`src/icache_pkg.sv`:
```
package icache_pkg;

    // basic widths
    localparam int ADDR_W = 32;
    localparam int DATA_W = 32;

    // bits of byte offset inside one word
    localparam int BYTE_OFF_W = 2;

    typedef logic [ADDR_W-1:0] addr_t;
    typedef logic [DATA_W-1:0] word_t;

    // axi read channel fields
    localparam int AXI_ID_W  = 4;
    localparam int AXI_LEN_W = 4;

    localparam logic [AXI_ID_W-1:0] FETCH_AXI_ID = '0;

    localparam logic [1:0] AXI_BURST_INCR = 2'b01;
    localparam logic [2:0] AXI_SIZE_WORD  = 3'b010;

    // kseg1-style segment, fetched around the cache
    localparam logic [2:0] UNCACHED_SEG = 3'b101;

endpackage
```
`src/fetch_if.sv`:
```
`timescale 1ns/1ps

interface fetch_if import icache_pkg::*; ();

    // front to cache
    logic  lookup;
    addr_t paddr;
    logic  cached;

    // cache to front
    logic  done;
    word_t data;

    modport front (
        output lookup,
        output paddr,
        output cached,
        input  done,
        input  data
    );

    modport cache (
        input  lookup,
        input  paddr,
        input  cached,
        output done,
        output data
    );

endinterface

```
`src/fetch_front.sv`:
```
`timescale 1ns/1ps

module fetch_front import icache_pkg::*; (
    input  logic    aclk,
    input  logic    global_reset,

    input  logic    i_fetch_req,
    input  addr_t   i_fetch_addr,
    output logic    o_fetch_ack,
    output word_t   o_fetch_data,

    fetch_if.front  fetch
);

    typedef enum logic [1:0] {
        ST_IDLE,
        ST_BUSY,
        ST_ACK
    } front_state_t;

    front_state_t state;
    logic         issue;

    always_ff @(posedge aclk) begin
        if (global_reset) begin
            state        <= ST_IDLE;
            issue        <= 1'b0;
            fetch.lookup <= 1'b0;
            o_fetch_ack  <= 1'b0;
        end else begin
            // lookup goes out one cycle after the address is stored
            fetch.lookup <= issue;
            issue        <= 1'b0;
            case (state)
                ST_IDLE: begin
                    if (i_fetch_req) begin
                        issue <= 1'b1;
                        state <= ST_BUSY;
                    end
                end
                ST_BUSY: begin
                    if (fetch.done) begin
                        o_fetch_ack <= 1'b1;
                        state       <= ST_ACK;
                    end
                end
                default: begin
                    // wait for the core to drop req
                    if (!i_fetch_req) begin
                        o_fetch_ack <= 1'b0;
                        state       <= ST_IDLE;
                    end
                end
            endcase
        end
    end

    // translated address, top segment bits cleared
    always_ff @(posedge aclk) begin
        if (state == ST_IDLE && i_fetch_req) begin
            fetch.paddr  <= {3'b000, i_fetch_addr[ADDR_W-4:0]};
            fetch.cached <= (i_fetch_addr[ADDR_W-1:ADDR_W-3] != UNCACHED_SEG);
        end
        if (state == ST_BUSY && fetch.done) begin
            o_fetch_data <= fetch.data;
        end
    end

endmodule

```
`src/flat_wrapper.sv`:
```
// flat-port wrapper written by rule: the top's interface ports become plain ports
module fetch_front_flat import icache_pkg::*;
  (aclk, global_reset, i_fetch_req, i_fetch_addr, o_fetch_ack, o_fetch_data, fetch_lookup, fetch_paddr, fetch_cached, fetch_done, fetch_data);
  fetch_if fetch_i ();
  input  logic aclk;
  input  logic global_reset;
  input  logic i_fetch_req;
  input  addr_t i_fetch_addr;
  output logic o_fetch_ack;
  output word_t o_fetch_data;
  output wire logic [$bits(fetch_i.lookup)-1:0] fetch_lookup;
  output wire logic [$bits(fetch_i.paddr)-1:0] fetch_paddr;
  output wire logic [$bits(fetch_i.cached)-1:0] fetch_cached;
  input wire logic [$bits(fetch_i.done)-1:0] fetch_done;
  input wire logic [$bits(fetch_i.data)-1:0] fetch_data;
  assign fetch_lookup = fetch_i.lookup;
  assign fetch_paddr = fetch_i.paddr;
  assign fetch_cached = fetch_i.cached;
  assign fetch_i.done = fetch_done;
  assign fetch_i.data = fetch_data;
  fetch_front u_core (.aclk(aclk), .global_reset(global_reset), .i_fetch_req(i_fetch_req), .i_fetch_addr(i_fetch_addr), .o_fetch_ack(o_fetch_ack), .o_fetch_data(o_fetch_data), .fetch(fetch_i));
endmodule
```
`config.mk`:
```
export PLATFORM = sky130hd
export DESIGN_NAME = fetch_front_flat
export DESIGN_NICKNAME = d
export VERILOG_FILES = /design/src/icache_pkg.sv /design/src/fetch_if.sv /design/src/fetch_front.sv /design/src/flat_wrapper.sv
export SDC_FILE = /design/constraint.sdc
export NUM_CORES = 1
export LEC_CHECK = 0
export ABC_AREA = 1
export BUFFER_PORTS_ARGS = -buffer_cell sky130_fd_sc_hd__buf_4
export CORE_MARGIN = 3
export CORE_UTILIZATION = 25
export DETAILED_ROUTE_END_ITERATION = 7
export PLACE_DENSITY = 0.61
export SETUP_SLACK_MARGIN = 0.4
export SLEW_MARGIN = 40
export SYNTH_ARGS = -nofsm -noshare
export SYNTH_HDL_FRONTEND = slang
export SYNTH_SLANG_ARGS = --single-unit
```
`constraint.sdc`:
```
create_clock -name aclk -period 1.8 [get_ports aclk]
set_input_delay 0.36 -clock aclk [delete_from_list [all_inputs] [get_ports aclk]]
set_output_delay 0.36 -clock aclk [all_outputs]
set_load 0.02 [all_outputs]
```
==> results of run 1 <==
==> synth_stat cells <==
library cell / instances
a21oi_1: 1
a21oi_2: 1
buf_4: 3
conb_1: 1
dfxtp_1: 5
edfxtp_1: 62
inv_1: 7
nand2_1: 5
nand3_1: 1
nand3_2: 1
nand3b_1: 2
nor2_1: 3
==> cell type report <==
class / instances / area, µm²
Clock buffer: 11 / 131
Clock inverter: 4 / 42.5
Fill cell: 740 / 4490
Inverter: 7 / 33.8
Multi-Input combinational cell: 17 / 85.1
Sequential cell: 67 / 1960
Tap cell: 102 / 128
Timing Repair Buffer: 135 / 1040
Timing Repair inverter: 2 / 15.0
==> worst max path at each step <==
stage                     from                      end
2_1_floorplan  u_core.state[1]   u_core.o_fetch_data[0]
3_3_place_gp        fetch_done  u_core.o_fetch_data[12]
3_5_place_dp        fetch_done  u_core.o_fetch_data[12]
4_1_cts        u_core.state[1]   u_core.fetch.paddr[24]
5_1_grt        u_core.state[1]   u_core.o_fetch_data[4]
6_report       u_core.state[1]   u_core.o_fetch_data[4]
==> repair_timing <==
| action | 4_1_cts | 5_1_grt |
|---|---|---|
| gates resized for setup | 2 | 0 |
| setup endpoints to repair | 62 | 31 |
| hold buffers | 0 | 0 |
| cloned | 2 | 0 |
| pin swaps | 0 | 0 |
| setup buffers | 2 | 2 |
==> critical path, cell delays in order (launching register included) <==
cell and delay [ps]:
dfxtp_1 370, inv_1 60, nand3_2 170, clkinvlp_4 350
==> stage by stage <==
stage	instance area, µm²	util	worst slack [ps]
global placement	3190	0.403	205
floorplan	2100	-	469
detailed placement	3190	0.403	187
CTS	3400	0.428	412
finish	3440	0.433	494
global route	3440	0.433	400
==> kinds of logic after synthesis <==
family	Yosys count	synth area share
flip-flops	67	0.939
AO/OA/AOI/OAI	2	0.00659
other	1	0.00180
AND/OR/NAND/NOR	12	0.0288
buffers and inverters	10	0.0234
==> state kept, by name, summed over array words and instances, names as in the netlist <==
signal,count
u_core.o_fetch_ack,1
u_core.fetch.paddr,29
u_core.fetch.lookup,1
u_core.issue,1
u_core.o_fetch_data,32
u_core.fetch.cached,1
u_core.state,2
==> metal layers <==
metal	routed length [µm]	share of wire
met1	1770	0.36
met4	74	0.015
met2	2550	0.51
met5	0	0
met3	566	0.11
==> power by group <==
group	switching (mW)	internal, mW	leakage [nW]
sequential	0.0300	1.83	0.619
clock	0.496	0.621	0.0882
combinational	0.263	0.237	0.714
==> metrics.yaml, run 1 <==
status: "finished, final reports clean"
die_area_um2: 9490
cts_buffer_depth: 2
worstPathMaxFanout: 16
power_density_nw_per_um2: 1010
vdd_drop_max_v: 0.000446
dr.pass1.iters: 4
port_buffers: 131
grt_pass1_vias: 1398
r2r-start: "u_core.state[1]"
end_kind: "flop"
diodes: 0
maxCapViolCount: 0
finalNetCount: 307
slew_viol_final: 0
yosys_warnings: 0
finalHoldViolations: 0
setup-tns-final_ps: 0
cts.sinks: 67
hold-worst-slack_ps: 206
fin_crit_sh: 0.726
max_freq_mhz: 765
r2r.worst_path.cells: 3
ant_nets: 0
ys_types: 12
finalNonFillerCells: 345
overflow: 0
vias: 1309
layout_commonest_cell: "buf_4"
yosysTopAreaCellShare: 0.892
grt_usage: 0.108
drive_gt1_frac: 0.626
synthTopCellsByArea: "edfxtp_1 89%, dfxtp_1 4.8%, inv_1 1.3%"
holdPathStages: 1
gp_congestion: 0.718
htree_num_levels: 3
met3_usage: 0.0610
core_um2: 7930
via_per_inst: 3.79
clock_latency_ps: 320
cp.arrival_ps: 1280
synthCells: 92
cp.required_ps: 1780
area_delta_synth_final_pct: 64.5
rows: 32
drt_iter0_markers: 33
ys_seq_elements: 67
ios: 135
holdPathEnd: "u_core.fetch.paddr[21]"
yosysTopAreaCell: "edfxtp_1"
grt_antenna_before_repair: 0
hold_start: "i_fetch_addr[21]"
yosysSeqAreaShare: 0.939
hold_path.class: "in2reg"
use_met1: 0.113
syn_area_um2: 2090
syn_area_per_cell_um2: 22.7
grt-busiest-layer: "met2"
grt_max_degree: 17
start_util: 0.263
die_w_um: 97.4
numCtsBuffers: 9
finalCriticalPeriod_ps: 1310
start_kind: "flop"
clk_pin_slew_worst_paths_ps: 70
routed_wirelength_mm: 4.97
setup_viol: 0
grt_pass1_wl_mm: 7.58
finalPower_mw: 3.48
layout_common_cells: "133 x buf_4, 62 x edfxtp_1, 9 x clkbuf_8"
grt_use_met2: 0.174
worst-setup-path-type: "reg2reg"
rr_endpoint: "u_core.o_fetch_data[4]"
rsz0062_at_grt: "false"
p_leak_nw: 1.42
cts-root-buf: "clkbuf_8"
clock_skew_ps: 5.18
die_h_um: 97.4
cts_tree: "built"
post_drt_wl_per_cell_um: 14.4
rrSetupSlack_ps: 490
hpwl_mm: 3.75
drc_errors: 0
place_inst: 324
Power figures use the tool's default switching activity.
==> run 2: changes to the inputs <==
- ABC_AREA: 1 -> 0
- PLACE_DENSITY: 0.61 -> 0.63
- clock period: 1.8 -> 1.15 ns (I/O delays scaled with it)
==> run 2 against run 1 <==
  * The run now ends with setup timing left
  * Largest cell class unchanged
  * Core utilization increased by 5.7 points
  * Clock skew increased by 2.6 ps
  * Sequential power increased by 56%
  * Wire length increased by 0.66%
  * Non-clock buffer count increased by 7
  * Critical endpoint is now u_core.o_fetch_data[21]
  * Die area increased by 0.34%
  * Via count increased by 4.5%
  * Register-to-register slack got worse by 540 ps
==> metrics.yaml, run 2 <==
vdd_drop_max_v: 0.00110  # +150%
yosysTopAreaCell: "edfxtp_1"
ant_nets: 0  # unchanged
synth_edf_count: 62  # unchanged
vias: 1368  # +4.5%
max_freq_mhz: 838  # +9.4%
maxCapViolCount: 0  # unchanged
p_leak_nw: 1.58  # +11%
worst-setup-path-type: "reg2reg"
r2r-start: "u_core.state[1]"
cp.arrival_ps: 1240  # -40 ps
layout_common_cells: "71 x buf_4, 65 x buf_6, 62 x edfxtp_1, 9 x clkbuf_8"
hold_path.class: "in2reg"
async_flop_share: 0  # unchanged
ys_seq_elements: 67  # unchanged
fill_cells: 698  # -5.7%
setup_viol: 46  # +46
start_util: 0.264  # +0.000947
synth_commonest_cells: "62 x edfxtp_1, 5 x dfxtp_1, 3 x buf_4"
layout_commonest_cell: "buf_4"
rows: 32  # unchanged
fin_crit_sh: 1.04  # +0.312
cts_hold_buf: 0  # unchanged
dr.pass1.iters: 4  # unchanged
start_kind: "flop"
finalHoldViolations: 0  # unchanged
yosysTopAreaCellShare: 0.888  # -0.00319
overflow: 0  # unchanged
numCtsBuffers: 9  # unchanged
die_h_um: 97.6  # +0.17%
drt_iter0_markers: 22  # -33%
syn_area_um2: 2100  # +0.36%
area_delta_synth_final_pct: 85.3
slew_viol_final: 0  # unchanged
drive_gt1_frac: 0.675  # +0.0494
synthCells: 86  # -6.5%
yosysSeqAreaShare: 0.936  # -0.00337
die_w_um: 97.6  # +0.17%
via_per_inst: 3.97  # +4.5%
violations: "setup timing"
setup-tns-final_ps: -1330  # -1330 ps
crit_end: "u_core.o_fetch_data[21]"
rsz0062_at_grt: "true"
largest_reg_flops: 32  # unchanged
finalNonFillerCells: 345  # unchanged
synthFlopType: "edfxtp_1"
yosys_warnings: 0  # unchanged
end_kind: "flop"
syn_area_per_cell_um2: 24.4  # +7.4%
regMostFlops: "u_core.o_fetch_data"
r2r.worst_path.cells: 3  # unchanged
power_density_nw_per_um2: 1540  # +52%
post_dp_cell_area_um2: 3260  # +2.2%
routed_wirelength_mm: 5.00  # +0.66%
clock_skew_ps: 7.74  # +2.56 ps
finalCriticalPeriod_ps: 1190  # -112 ps
hold-worst-slack_ps: 71.8  # -134 ps
ios: 135  # unchanged
status: "complete, but fails checks"
cts-root-buf: "clkbuf_8"
htree_num_levels: 3  # unchanged
finalNetCount: 306  # -0.33%
core_um2: 7930  # unchanged
worstPathMaxFanout: 16  # unchanged
grt_usage: 0.105  # -0.00292
clk_pin_slew_worst_paths_ps: 70  # about the same
hold_start: "i_fetch_addr[18]"
grt_antenna_before_repair: 0  # unchanged
ys_types: 17  # +5
final_cell_area_um2: 3880  # +13%
cts_buffer_depth: 2  # unchanged
drc_errors: 0  # unchanged
grt_pass1_vias: 1478  # +5.7%
largestRegisters: "u_core.o_fetch_data: 32 flops, u_core.fetch.paddr: 29 flops, u_core.state: 2 flops"
port_buffers: 131  # unchanged
post_drt_wl_per_cell_um: 14.5  # +0.66%
grt_max_degree: 33  # +16
startpoint: "u_core.state[1]"
grt_pass1_wl_mm: 7.49  # -1.3%
synth.most_common_cell: "edfxtp_1"
final_core_util: 0.490  # +0.0565
die_area_um2: 9520  # +0.34%
layout_setup_ws_ps: -43.9  # -538 ps
gp_congestion: 0.668  # -6.9%
place_inst: 322  # -0.62%
cts_tree: "built"
diodes: 0  # unchanged
synthTopCellsByArea: "edfxtp_1 89%, dfxtp_1 4.8%, buf_4 1.1%"
clock_latency_ps: 330  # about the same
cp.required_ps: 1190  # -590 ps
rr_endpoint: "u_core.o_fetch_data[21]"
rrSetupSlack_ps: -40  # -540 ps
cts.sinks: 67  # unchanged
[run 2: cell count changes after synthesis, sizes merged, moves of 2 or more]
| cell | before | now |
|---|---|---|
| inv | 7 | 1 |
| nor2 | 3 | 1 |
| nand2 | 5 | 2 |
| nand3 | 2 | 0 |
[run 2: metal layers]
layer,GRT usage,up-vias,part of all wire
li1,-,633,-
met1,0.106,617,0.35
met4,0.0575,0,0.017
met2,0.152,109,0.47
met5,0,-,0
met3,0.0847,9,0.16
[run 2: repair_timing]
item                                    4_1_cts  5_1_grt
endpoints found under the setup margin      130      130
cloned                                        1        3
pin swaps                                     1        1
gates resized for setup                      70        1
buffers inserted                              2        1
hold endpoints to repair                      0        0
[run 2: worst min-delay path by stage]
| stage | endpoint | slack (ps) | cells after the start |
|---|---|---|---|
| detailed placement | u_core.o_fetch_data[19] | 410 | 1 |
| finish | u_core.fetch.paddr[18] | 70 | 1 |
| floorplan | u_core.state[1] | 290 | 1 |
| global route | u_core.fetch.paddr[14] | 40 | 1 |
| global placement | u_core.fetch.paddr[4] | 410 | 1 |
| CTS | u_core.fetch.paddr[18] | 40 | 1 |
[run 2: area by class of cell]
cell class              count  area, µm²  share of cell area
multi-input cells          17        136              0.0351
flip-flops and latches     67       1970               0.508
inverters                   1       7.51             0.00193
clock buffers              11        131              0.0338
repair buffers            142       1410               0.362
clock inverters             5        101              0.0261
well taps                 102        128              0.0329
[run 2: logic make-up (layout without fill, tap and decap cells)]
kind of cell,Yosys count,count (layout),synth area share
buf+inv,4,159,0.0125
simple gates,11,11,0.0364
flops,67,67,0.936
other cells,1,3,0.00179
compound gates,3,3,0.0131
[run 2: critical path, cell delays in order, from the launching register on]
cell and delay [ps]:
dfxtp_4 360, nand3b_1 220, clkinvlp_4 160, clkbuf_16 180
[run 2: through the flow]
stage / worst slack, ps / power [mW]
detailed placement: -35.9 / 3.59
floorplan: -450 / 3.18
global route: -73.8 / 6.24
global placement: -22.1 / 3.58
finish: -43.9 / 5.99
CTS: -46.7 / 6.03
[run 2: report_power, final]
group / switching (mW) / total [mW] / internal, mW
clock: 0.832 / 2.27 / 1.44
sequential: 0.0654 / 2.90 / 2.83
combinational: 0.352 / 0.827 / 0.475
total: 1.25 / 5.99 / 4.74
