[src/icache_pkg.sv]
package icache_pkg;

    // basic widths
    localparam int ADDR_W = 32;
    localparam int DATA_W = 32;

    // bits of byte offset inside one word
    localparam int BYTE_OFF_W = 2;

    typedef logic [ADDR_W-1:0] addr_t;
    typedef logic [DATA_W-1:0] word_t;

    // axi read channel fields
    localparam int AXI_ID_W  = 4;
    localparam int AXI_LEN_W = 4;

    localparam logic [AXI_ID_W-1:0] FETCH_AXI_ID = '0;

    localparam logic [1:0] AXI_BURST_INCR = 2'b01;
    localparam logic [2:0] AXI_SIZE_WORD  = 3'b010;

    // kseg1-style segment, fetched around the cache
    localparam logic [2:0] UNCACHED_SEG = 3'b101;

endpackage
[src/refill_if.sv]
`timescale 1ns/1ps

interface refill_if import icache_pkg::*; ();

    // word address, line aligned or exact word when single
    logic  req;
    addr_t line_addr;
    logic  single;

    // beats coming back from the bus
    logic  beat_valid;
    word_t beat_data;
    logic  beat_last;

    modport cache (
        output req,
        output line_addr,
        output single,
        input  beat_valid,
        input  beat_data,
        input  beat_last
    );

    modport master (
        input  req,
        input  line_addr,
        input  single,
        output beat_valid,
        output beat_data,
        output beat_last
    );

endinterface

[src/axi_refill_master.sv]
`timescale 1ns/1ps

module axi_refill_master import icache_pkg::*; #(
    parameter int WORDS_PER_LINE = 8
) (
    input  logic                 aclk,
    input  logic                 global_reset,

    refill_if.master             refill,

    output logic [AXI_ID_W-1:0]  o_arid,
    output addr_t                o_araddr,
    output logic [AXI_LEN_W-1:0] o_arlen,
    output logic [2:0]           o_arsize,
    output logic [1:0]           o_arburst,
    output logic                 o_arvalid,
    output logic                 o_rready,

    input  logic                 i_arready,
    input  logic [AXI_ID_W-1:0]  i_rid,
    input  word_t                i_rdata,
    input  logic [1:0]           i_rresp,
    input  logic                 i_rlast,
    input  logic                 i_rvalid
);

    typedef enum logic [1:0] {
        ST_IDLE,
        ST_ADDR,
        ST_DATA
    } master_state_t;

    master_state_t state;
    logic          beat_ok;

    assign o_arid    = FETCH_AXI_ID;
    assign o_arsize  = AXI_SIZE_WORD;
    assign o_arburst = AXI_BURST_INCR;

    // only beats of our own id count, rresp is not checked
    assign beat_ok = i_rvalid && o_rready && (i_rid == FETCH_AXI_ID);

    assign refill.beat_valid = beat_ok;
    assign refill.beat_data  = i_rdata;
    assign refill.beat_last  = i_rlast;

    always_ff @(posedge aclk) begin
        if (global_reset) begin
            state     <= ST_IDLE;
            o_arvalid <= 1'b0;
            o_rready  <= 1'b0;
        end else begin
            case (state)
                ST_IDLE: begin
                    if (refill.req) begin
                        o_arvalid <= 1'b1;
                        state     <= ST_ADDR;
                    end
                end
                ST_ADDR: begin
                    if (i_arready) begin
                        o_arvalid <= 1'b0;
                        o_rready  <= 1'b1;
                        state     <= ST_DATA;
                    end
                end
                default: begin
                    if (beat_ok && i_rlast) begin
                        o_rready <= 1'b0;
                        state    <= ST_IDLE;
                    end
                end
            endcase
        end
    end

    // address fields held until arready
    always_ff @(posedge aclk) begin
        if (state == ST_IDLE && refill.req) begin
            o_araddr <= {refill.line_addr[ADDR_W-BYTE_OFF_W-1:0], {BYTE_OFF_W{1'b0}}};
            o_arlen  <= refill.single ? '0 : AXI_LEN_W'(WORDS_PER_LINE - 1);
        end
    end

endmodule

[src/flat_wrapper.sv]
// flat-port wrapper written by rule: the top's interface ports become plain ports
module axi_refill_master_flat import icache_pkg::*;
#(
    parameter int WORDS_PER_LINE = 8
)
  (aclk, global_reset, o_arid, o_araddr, o_arlen, o_arsize, o_arburst, o_arvalid, o_rready, i_arready, i_rid, i_rdata, i_rresp, i_rlast, i_rvalid, refill_req, refill_line_addr, refill_single, refill_beat_valid, refill_beat_data, refill_beat_last);
  refill_if refill_i ();
  input  logic aclk;
  input  logic global_reset;
  output logic [AXI_ID_W-1:0] o_arid;
  output addr_t o_araddr;
  output logic [AXI_LEN_W-1:0] o_arlen;
  output logic [2:0] o_arsize;
  output logic [1:0] o_arburst;
  output logic o_arvalid;
  output logic o_rready;
  input  logic i_arready;
  input  logic [AXI_ID_W-1:0] i_rid;
  input  word_t i_rdata;
  input  logic [1:0] i_rresp;
  input  logic i_rlast;
  input  logic i_rvalid;
  input wire logic [$bits(refill_i.req)-1:0] refill_req;
  input wire logic [$bits(refill_i.line_addr)-1:0] refill_line_addr;
  input wire logic [$bits(refill_i.single)-1:0] refill_single;
  output wire logic [$bits(refill_i.beat_valid)-1:0] refill_beat_valid;
  output wire logic [$bits(refill_i.beat_data)-1:0] refill_beat_data;
  output wire logic [$bits(refill_i.beat_last)-1:0] refill_beat_last;
  assign refill_i.req = refill_req;
  assign refill_i.line_addr = refill_line_addr;
  assign refill_i.single = refill_single;
  assign refill_beat_valid = refill_i.beat_valid;
  assign refill_beat_data = refill_i.beat_data;
  assign refill_beat_last = refill_i.beat_last;
  axi_refill_master #(.WORDS_PER_LINE(WORDS_PER_LINE)) u_core (.aclk(aclk), .global_reset(global_reset), .refill(refill_i), .o_arid(o_arid), .o_araddr(o_araddr), .o_arlen(o_arlen), .o_arsize(o_arsize), .o_arburst(o_arburst), .o_arvalid(o_arvalid), .o_rready(o_rready), .i_arready(i_arready), .i_rid(i_rid), .i_rdata(i_rdata), .i_rresp(i_rresp), .i_rlast(i_rlast), .i_rvalid(i_rvalid));
endmodule
[config.mk]
export PLATFORM = sky130hd
export DESIGN_NAME = axi_refill_master_flat
export DESIGN_NICKNAME = d
export VERILOG_FILES = /design/src/icache_pkg.sv /design/src/refill_if.sv /design/src/axi_refill_master.sv /design/src/flat_wrapper.sv
export SDC_FILE = /design/constraint.sdc
export NUM_CORES = 1
export LEC_CHECK = 0
export ABC_AREA = 1
export BUFFER_PORTS_ARGS = -buffer_cell sky130_fd_sc_hd__buf_4
export CAP_MARGIN = 30
export CELL_PAD_IN_SITES_DETAIL_PLACEMENT = 2
export CELL_PAD_IN_SITES_GLOBAL_PLACEMENT = 2
export CORE_MARGIN = 4
export CORE_UTILIZATION = 18
export DETAILED_ROUTE_END_ITERATION = 8
export HOLD_SLACK_MARGIN = 0.15
export PLACE_DENSITY_LB_ADDON = 0.1
export RECOVER_POWER = 25
export SLEW_MARGIN = 5
export SYNTH_ARGS = -nofsm -noshare
export SYNTH_HDL_FRONTEND = slang
export SYNTH_SLANG_ARGS = --single-unit
[constraint.sdc]
create_clock -name aclk -period 1.8 [get_ports aclk]
set_input_delay 0.18 -clock aclk [delete_from_list [all_inputs] [get_ports aclk]]
set_output_delay 0.18 -clock aclk [all_outputs]
set_load 0.02 [all_outputs]
==> results of run 1 <==
Yosys cell counts (all sizes together):
cell,n,area (sq um)
nand2,12,50.1
o31ai,1,7.51
nand3,2,15.0
buf,47,353
conb,2,7.51
inv,10,37.5
dfxtp,4,80.1
edfxtp,31,931
a21oi,3,15.0
nor2,8,35.0
final timing paths:
kind	cells after the start	start	slack, ns	end
worst min register to register	2	u_core.o_arvalid	0.49	u_core.o_arvalid
worst min-delay path	3	refill_req	0.20	u_core.o_arvalid
worst max register to register	4	u_core.state[0]	0.64	u_core.o_araddr[29]
worst max-delay path	3	u_core.o_rready	0.60	refill_beat_valid
flip-flops by register name, indices dropped and copies added (netlist names):
signal            count
u_core.o_araddr      30
u_core.state          2
u_core.o_arlen        1
u_core.o_arvalid      1
u_core.o_rready       1
area by class of cell:
cell class / count / area (sq um) / share of cell area, %
flip-flops and latches: 35 / 1010 / 42.7
repair buffers: 110 / 915 / 38.6
multi-input cells: 38 / 168 / 7.07
well taps: 105 / 131 / 5.54
clock buffers: 5 / 68.8 / 2.90
clock inverters: 3 / 38.8 / 1.64
inverters: 10 / 37.5 / 1.58
power breakdown:
part / internal, mW / switching (mW)
Clock: 0.405 / 0.277
Combinational: 0.285 / 0.354
Sequential: 1.04 / 0.0500
Total: 1.73 / 0.681
logic make-up (layout without fill, tap and decap cells):
logic type	count (synthesis)	in the layout	synth area share, %
simple gates	22	22	6.54
buf+inv	57	128	25.5
other cells	2	12	0.490
compound gates	4	4	1.47
flops	35	35	66.0
critical path, cell delays in order, from the launching register on:
cell and delay [ns]:
dfxtp_1 0.37, nand2_2 0.07, nor2_2 0.14, buf_4 0.16
layer usage:
layer | vias to the layer above | GRT usage [%]
met3 | 8 | 4.17
met5 | - | 0
met1 | 490 | 8.27
met4 | 0 | 2.49
met2 | 76 | 13.5
li1 | 488 | -
cells in the final DEF (no fill, tap or decap), drive strengths merged:
cell type	count
a21oi	3
buf	77
bufinv	1
clkbuf	6
clkinv	2
conb	12
dfxtp	4
dlygate4sd3	32
edfxtp	31
inv	10
nand2	12
nand3	2
nor2	8
o31ai	1
stage by stage:
stage	hold WS, ns	area (sq um)
3_3_place_gp	0.351	1950
4_1_cts	0.182	2370
2_1_floorplan	0.249	1570
5_1_grt	0.205	2370
3_5_place_dp	0.360	1950
6_report	0.197	2370
==> results.md, run 1 <==
- WL met2: 2.03 mm
- CTS tree: built
- Final min period: 1.20 ns
- Inserted Clock Buffers: 5
- Grt ovf: 0
- CTS max path bufs: 2
- Seq cells post-synth: 35
- Cell Pwr Density: 1020 nW/um^2
- Post-CTS Hold Fix Bufs: 32
- Met3 WL: 496 um
- Pleak: 1.03 nW
- Vias per inst: 3.47
- Post-synthesis sequential area ratio: 66.0%
- PortBufs: 77
- DR top layer: met4
- Crit-path max FO: 3
- H-tree depth: 2
- Post-synthesis cell area: 1530 sq um
- CTS root buffer: clkbuf_8
- Vias in the first global route: 1151
- # fillers: 925
- CP Class: register to primary output
- Initial antenna violation count: 0
- Rows: 33
- Critical path endpoint category: primary output
- DR WL/cell: 13.2 um
- CP Data Required Time: 1.62 ns
- Hold Vio Cnt, Final: 0
- Placement Setup Slack: 0.640 ns
- CTS Sinks: 35
- Initial Util: 18.5%
- Max-Cap Viols: 0
- Setup TNS: 0 ns
- Routed vias: 1062
- Mapped Avg Cell Area: 12.8 sq um
- WL final: 4.03 mm
- Total power: 2.42 mW
- Final worst-path setup slack: 0.602 ns
- Clock Latency Late Sink: 0.28 ns
- Overall Global Routing Usage: 7.85%
- Die area: 10000 sq um
- Gpl congestion: 0.727
- DRC violations left: 0
- CTS resizes: 0
- Post-CTS Setup Inserts: 0
- Worst vdd ir: 0.273 mV
- Outcome: complete, no violations
- Synth cell types: 14
- HPWL after detailed placement: 2.98 mm
- Finished Layout Cells: 306
- Final worst-path cycle share: 66.6%
- Pins Over Slew Limit: 0
- Layout cells sized above 1: 44.8%
- Die height: 100 um
- CP Launch Type: register
- Fin nets: 277
- Routed Antenna Nets: 0
- Routed met1 length: 1.47 mm
- # diodes: 0
- Core area: 8260 sq um
- Largest net degree at the start of global routing: 33
- Clock-pin slew on the worst setup and hold paths: 0.07 ns
- RSZ-0062 raised after global routing: no
- Fmax: 835 MHz
- Worst Clk Skew: 0.00548 ns
- Die Wd: 100 um
- Syn-to-layout area delta: 54.7%
- Yosys warns: 0
- Final-report setup violation count: 0
- Crit path DAT: 1.02 ns
- Initial DRC count: 23
- First-pass GRT wire length: 6.00 mm
- Hold Crit Class: input pin to register
- First-pass DRT Iterations: 4
- Mapped Cells: 120
- Final core occ: 28.7%
- Cells after DPL: 266
- Ports: 158
Power figures use the tool's default switching activity.
==> run 2: changes to the inputs <==
Settings changed: ABC_AREA 1 to 0, CORE_UTILIZATION 18 to 17.
Clock period 1.8 ns to 1.05 ns, I/O delays scaled along.
==> run 2 against run 1 <==
Net effect: the run now ends with setup timing left; register-to-register slack worse by 0.81 ns; total power is 40% higher; clock power is 34% higher; critical endpoint unchanged; largest cell class is now buffers.
==> results.md, run 2 <==
- Worst vdd ir: 0.329 mV (+20%)
- Synth cell count leaders: buf_4, edfxtp_1, dfxtp_1, a21oi_1
- Comb pwr share: 23.1% (-3.4 points)
- Failing checks: setup timing
- Clock-pin slew on the worst setup and hold paths: 0.07 ns (about the same)
- Synth area leaders: edfxtp_1, buf_4, dfxtp_1
- CP Class: register to primary output
- Clock power frac: 27.0% (-1.2 points)
- Final worst-path cycle share: 117%
- Post-synthesis sequential area ratio: 66.3% (+0.27 points)
- CP Launch Type: register
- Syn-to-layout area delta: 63.1%
- Worst Clk Skew: 0.00300 ns (-0.00248 ns)
- Die Wd: 103 um (+2.5%)
- R2r worst-path depth: 4 (unchanged)
- WL final: 3.98 mm (-1.1%)
- Post-CTS Hold Fix Bufs: 32 (unchanged)
- DR WL/cell: 13.2 um (+0.50%)
- Crit path DAT: 1.12 ns (+0.10 ns)
- Initial antenna violation count: 0 (unchanged)
- Hold Vio Cnt, Final: 0 (unchanged)
- Synth Flop Type: edfxtp_1
- Crit-path max FO: 2 (-1)
- Post-synthesis cell area: 1530 sq um (-0.41%)
- Top Registers: u_core.o_araddr x30, u_core.state x2
- Total power: 3.39 mW (+40%)
- Switching power: 0.870 mW (+28%)
- Core area: 8720 sq um (+5.6%)
- Worst path top cell family by delay: flip-flops
- Buf+Inv Stages, Crit Path: 2 (+1)
- CTS tree: built
- Pleak: 1.04 nW (+1.4%)
- Inserted Clock Buffers: 5 (unchanged)
- First-pass DRT Iterations: 4 (unchanged)
- CTS root buffer: clkbuf_8
- Yosys warns: 0 (unchanged)
- Final core occ: 28.5% (-0.17 points)
- Dpl cell area: 1990 sq um (+2.3%)
- H-tree depth: 2 (unchanged)
- Clock Latency Late Sink: 0.28 ns (about the same)
- Vias in the first global route: 1193 (+3.6%)
- Cell Pwr Density: 1360 nW/um^2 (+34%)
- Final worst-path setup slack: -0.178 ns (-0.780 ns)
- Commonest non-fill, non-tap cells in the layout: buf_4, dlygate4sd3_1, edfxtp_1
- Leading area contributor after synthesis: edfxtp_1
- Mapped Avg Cell Area: 15.0 sq um (+17%)
- Pins Over Slew Limit: 0 (unchanged)
- WHS: 0.136 ns (-0.0610 ns)
- Post-synth top area share: 61.0% (+0.25 points)
- First-pass GRT wire length: 5.89 mm (-1.9%)
- Crit-path cells: nand4bb_4 -> buf_6 -> nor3_2 -> buf_4
- Fmax: 814 MHz
- Startpoint of the worst hold path: i_rid[3]
- CP Data Required Time: 0.94 ns (-0.68 ns)
- Crit-path max cell delay: 0.36 ns (about the same)
- PortBufs: 77 (unchanged)
- Ys async rst share: 0% (unchanged)
- Worst Hold Depth: 3 (unchanged)
- Initial DRC count: 22 (-4.3%)
- CTS max path bufs: 2 (unchanged)
- Gpl congestion: 0.648 (-11%)
- # diodes: 0 (unchanged)
- Initial Util: 17.5% (-1.1 points)
- Outcome: complete, but fails checks
- Routed Antenna Nets: 0 (unchanged)
- FF-to-FF Start: u_core.o_rready
- Overall Global Routing Usage: 7.42% (-0.43 points)
- HPWL after detailed placement: 2.87 mm (-3.7%)
- RR Endpoint: u_core.o_rready
- Synth cell types: 17 (+3)
- Grt ovf: 0 (unchanged)
- DRC violations left: 0 (unchanged)
- Routed vias: 1043 (-1.8%)
- Rows: 34 (+3.0%)
- Ports: 158 (unchanged)
- CP max stage cell: dfxtp_4
- P_int: 2.52 mW (+45%)
- Most flop-heavy register: u_core.o_araddr
- Most frequent cell after synthesis: buf_4
- Final-report setup violation count: 35 (+35)
- Max reg flops: 30 (unchanged)
- Worst R2R Setup Slack: -0.17 ns (-0.81 ns)
- Fin nets: 269 (-2.9%)
- Largest net degree at the start of global routing: 16 (-52%)
- Post-synth EDFFs: 31 (unchanged)
- Placement Setup Slack: -0.157 ns (-0.797 ns)
- Post-route design area: 2490 sq um (+5.0%)
- Seq cells post-synth: 35 (unchanged)
- Switching share of power: 25.7% (-2.5 points)
- Vias per inst: 3.47 (-0.16%)
- CTS Sinks: 35 (unchanged)
- Commonest non-fill, non-tap cell in the layout: buf_4
- RSZ-0062 raised after global routing: yes
- Worst setup path start: u_core.o_rready
- Max-Cap Viols: 0 (unchanged)
- End of the worst hold path: u_core.state[0]
- Layout cells sized above 1: 52.3% (+7.6 points)
- Seq pwr share: 49.9% (+4.6 points)
- Mapped Cells: 102 (-15%)
- Hold Crit Class: input pin to register
- Die area: 10600 sq um (+5.0%)
- Critical path endpoint category: primary output
- Die height: 103 um (+2.5%)
- Final min period: 1.23 ns
## run 2: cell types whose count changed in the layout (fill, tap and decap cells not counted), sizes merged, moves of 2 or more
cell	delta
nand2	-12
buf	+11
inv	-8
nor2	-8
nand3	-2
nor2b	+2
o32ai	+2
## run 2: cell families (layout without fill, tap and decap cells)
family / Yosys count / count (layout) / share of synthesized area (%)
buffers and inverters: 49 / 130 / 23.6
flip-flops: 35 / 35 / 66.3
multiplexers: 1 / 1 / 0.656
AND/OR/NAND/NOR: 7 / 7 / 5.50
AO/OA/AOI/OAI: 8 / 8 / 3.45
other: 2 / 12 / 0.492
## run 2: layout make-up
type / instances / area, sq um
fill: 932 / 6230
timing repair buffer: 120 / 1040
sequential: 35 / 1020
multi-input combinational: 28 / 211
tap: 108 / 135
clock buffer: 6 / 72.6
clock inverter: 2 / 7.51
inverter: 2 / 7.51
## run 2: how the worst max path moves through the flow
stage	endpoint	slack, ns	depth (start not counted)
after floorplan	u_core.o_araddr[10]	-0.36	2
after global placement	u_core.o_araddr[15]	-0.11	3
after detailed placement	u_core.o_araddr[15]	-0.16	3
after CTS	refill_beat_valid	-0.20	4
after global routing	u_core.o_rready	-0.25	4
final	refill_beat_valid	-0.18	4
## run 2: per-stage QoR
| stage | setup TNS (ns) | std cells |
|---|---|---|
| detailed placement | -4.89 | 255 |
| floorplan | -11.05 | 112 |
| CTS | -5.60 | 301 |
| global route | -5.79 | 301 |
| global placement | -3.33 | 255 |
| finish | -3.62 | 301 |
## run 2: worst register-to-register path: stages (launching register included)
cell,delay [ns]
dfxtp_4,0.36
nand4bb_4,0.11
buf_4,0.16
nor4b_4,0.32
o32ai_1,0.14
## run 2: power by group through the flow
stage | Clock, mW | Sequential [mW] | Combinational [mW]
floorplan | 0 | 1.85 | 0.350
global placement | 0 | 1.72 | 0.617
detailed placement | 0 | 1.72 | 0.621
CTS | 0.975 | 1.69 | 0.815
global route | 1.02 | 1.70 | 0.844
finish | 0.916 | 1.69 | 0.784
## run 2: per-layer routing
metal	share of wire (%)	vias up	global-route usage, %
met5	0	-	0
met4	1.5	0	3.03
met3	12	15	2.84
met2	53	61	13.5
met1	33	493	7.59
li1	-	474	-
## run 2: repair_timing
item / 4_1_cts / 5_1_grt
setup endpoints to repair: 35 / 36
setup buffers: 4 / 1
resized for setup: 6 / 1
pin swaps: 0 / 2
gates cloned: 2 / 0
endpoints found under the hold margin: 35 / 2
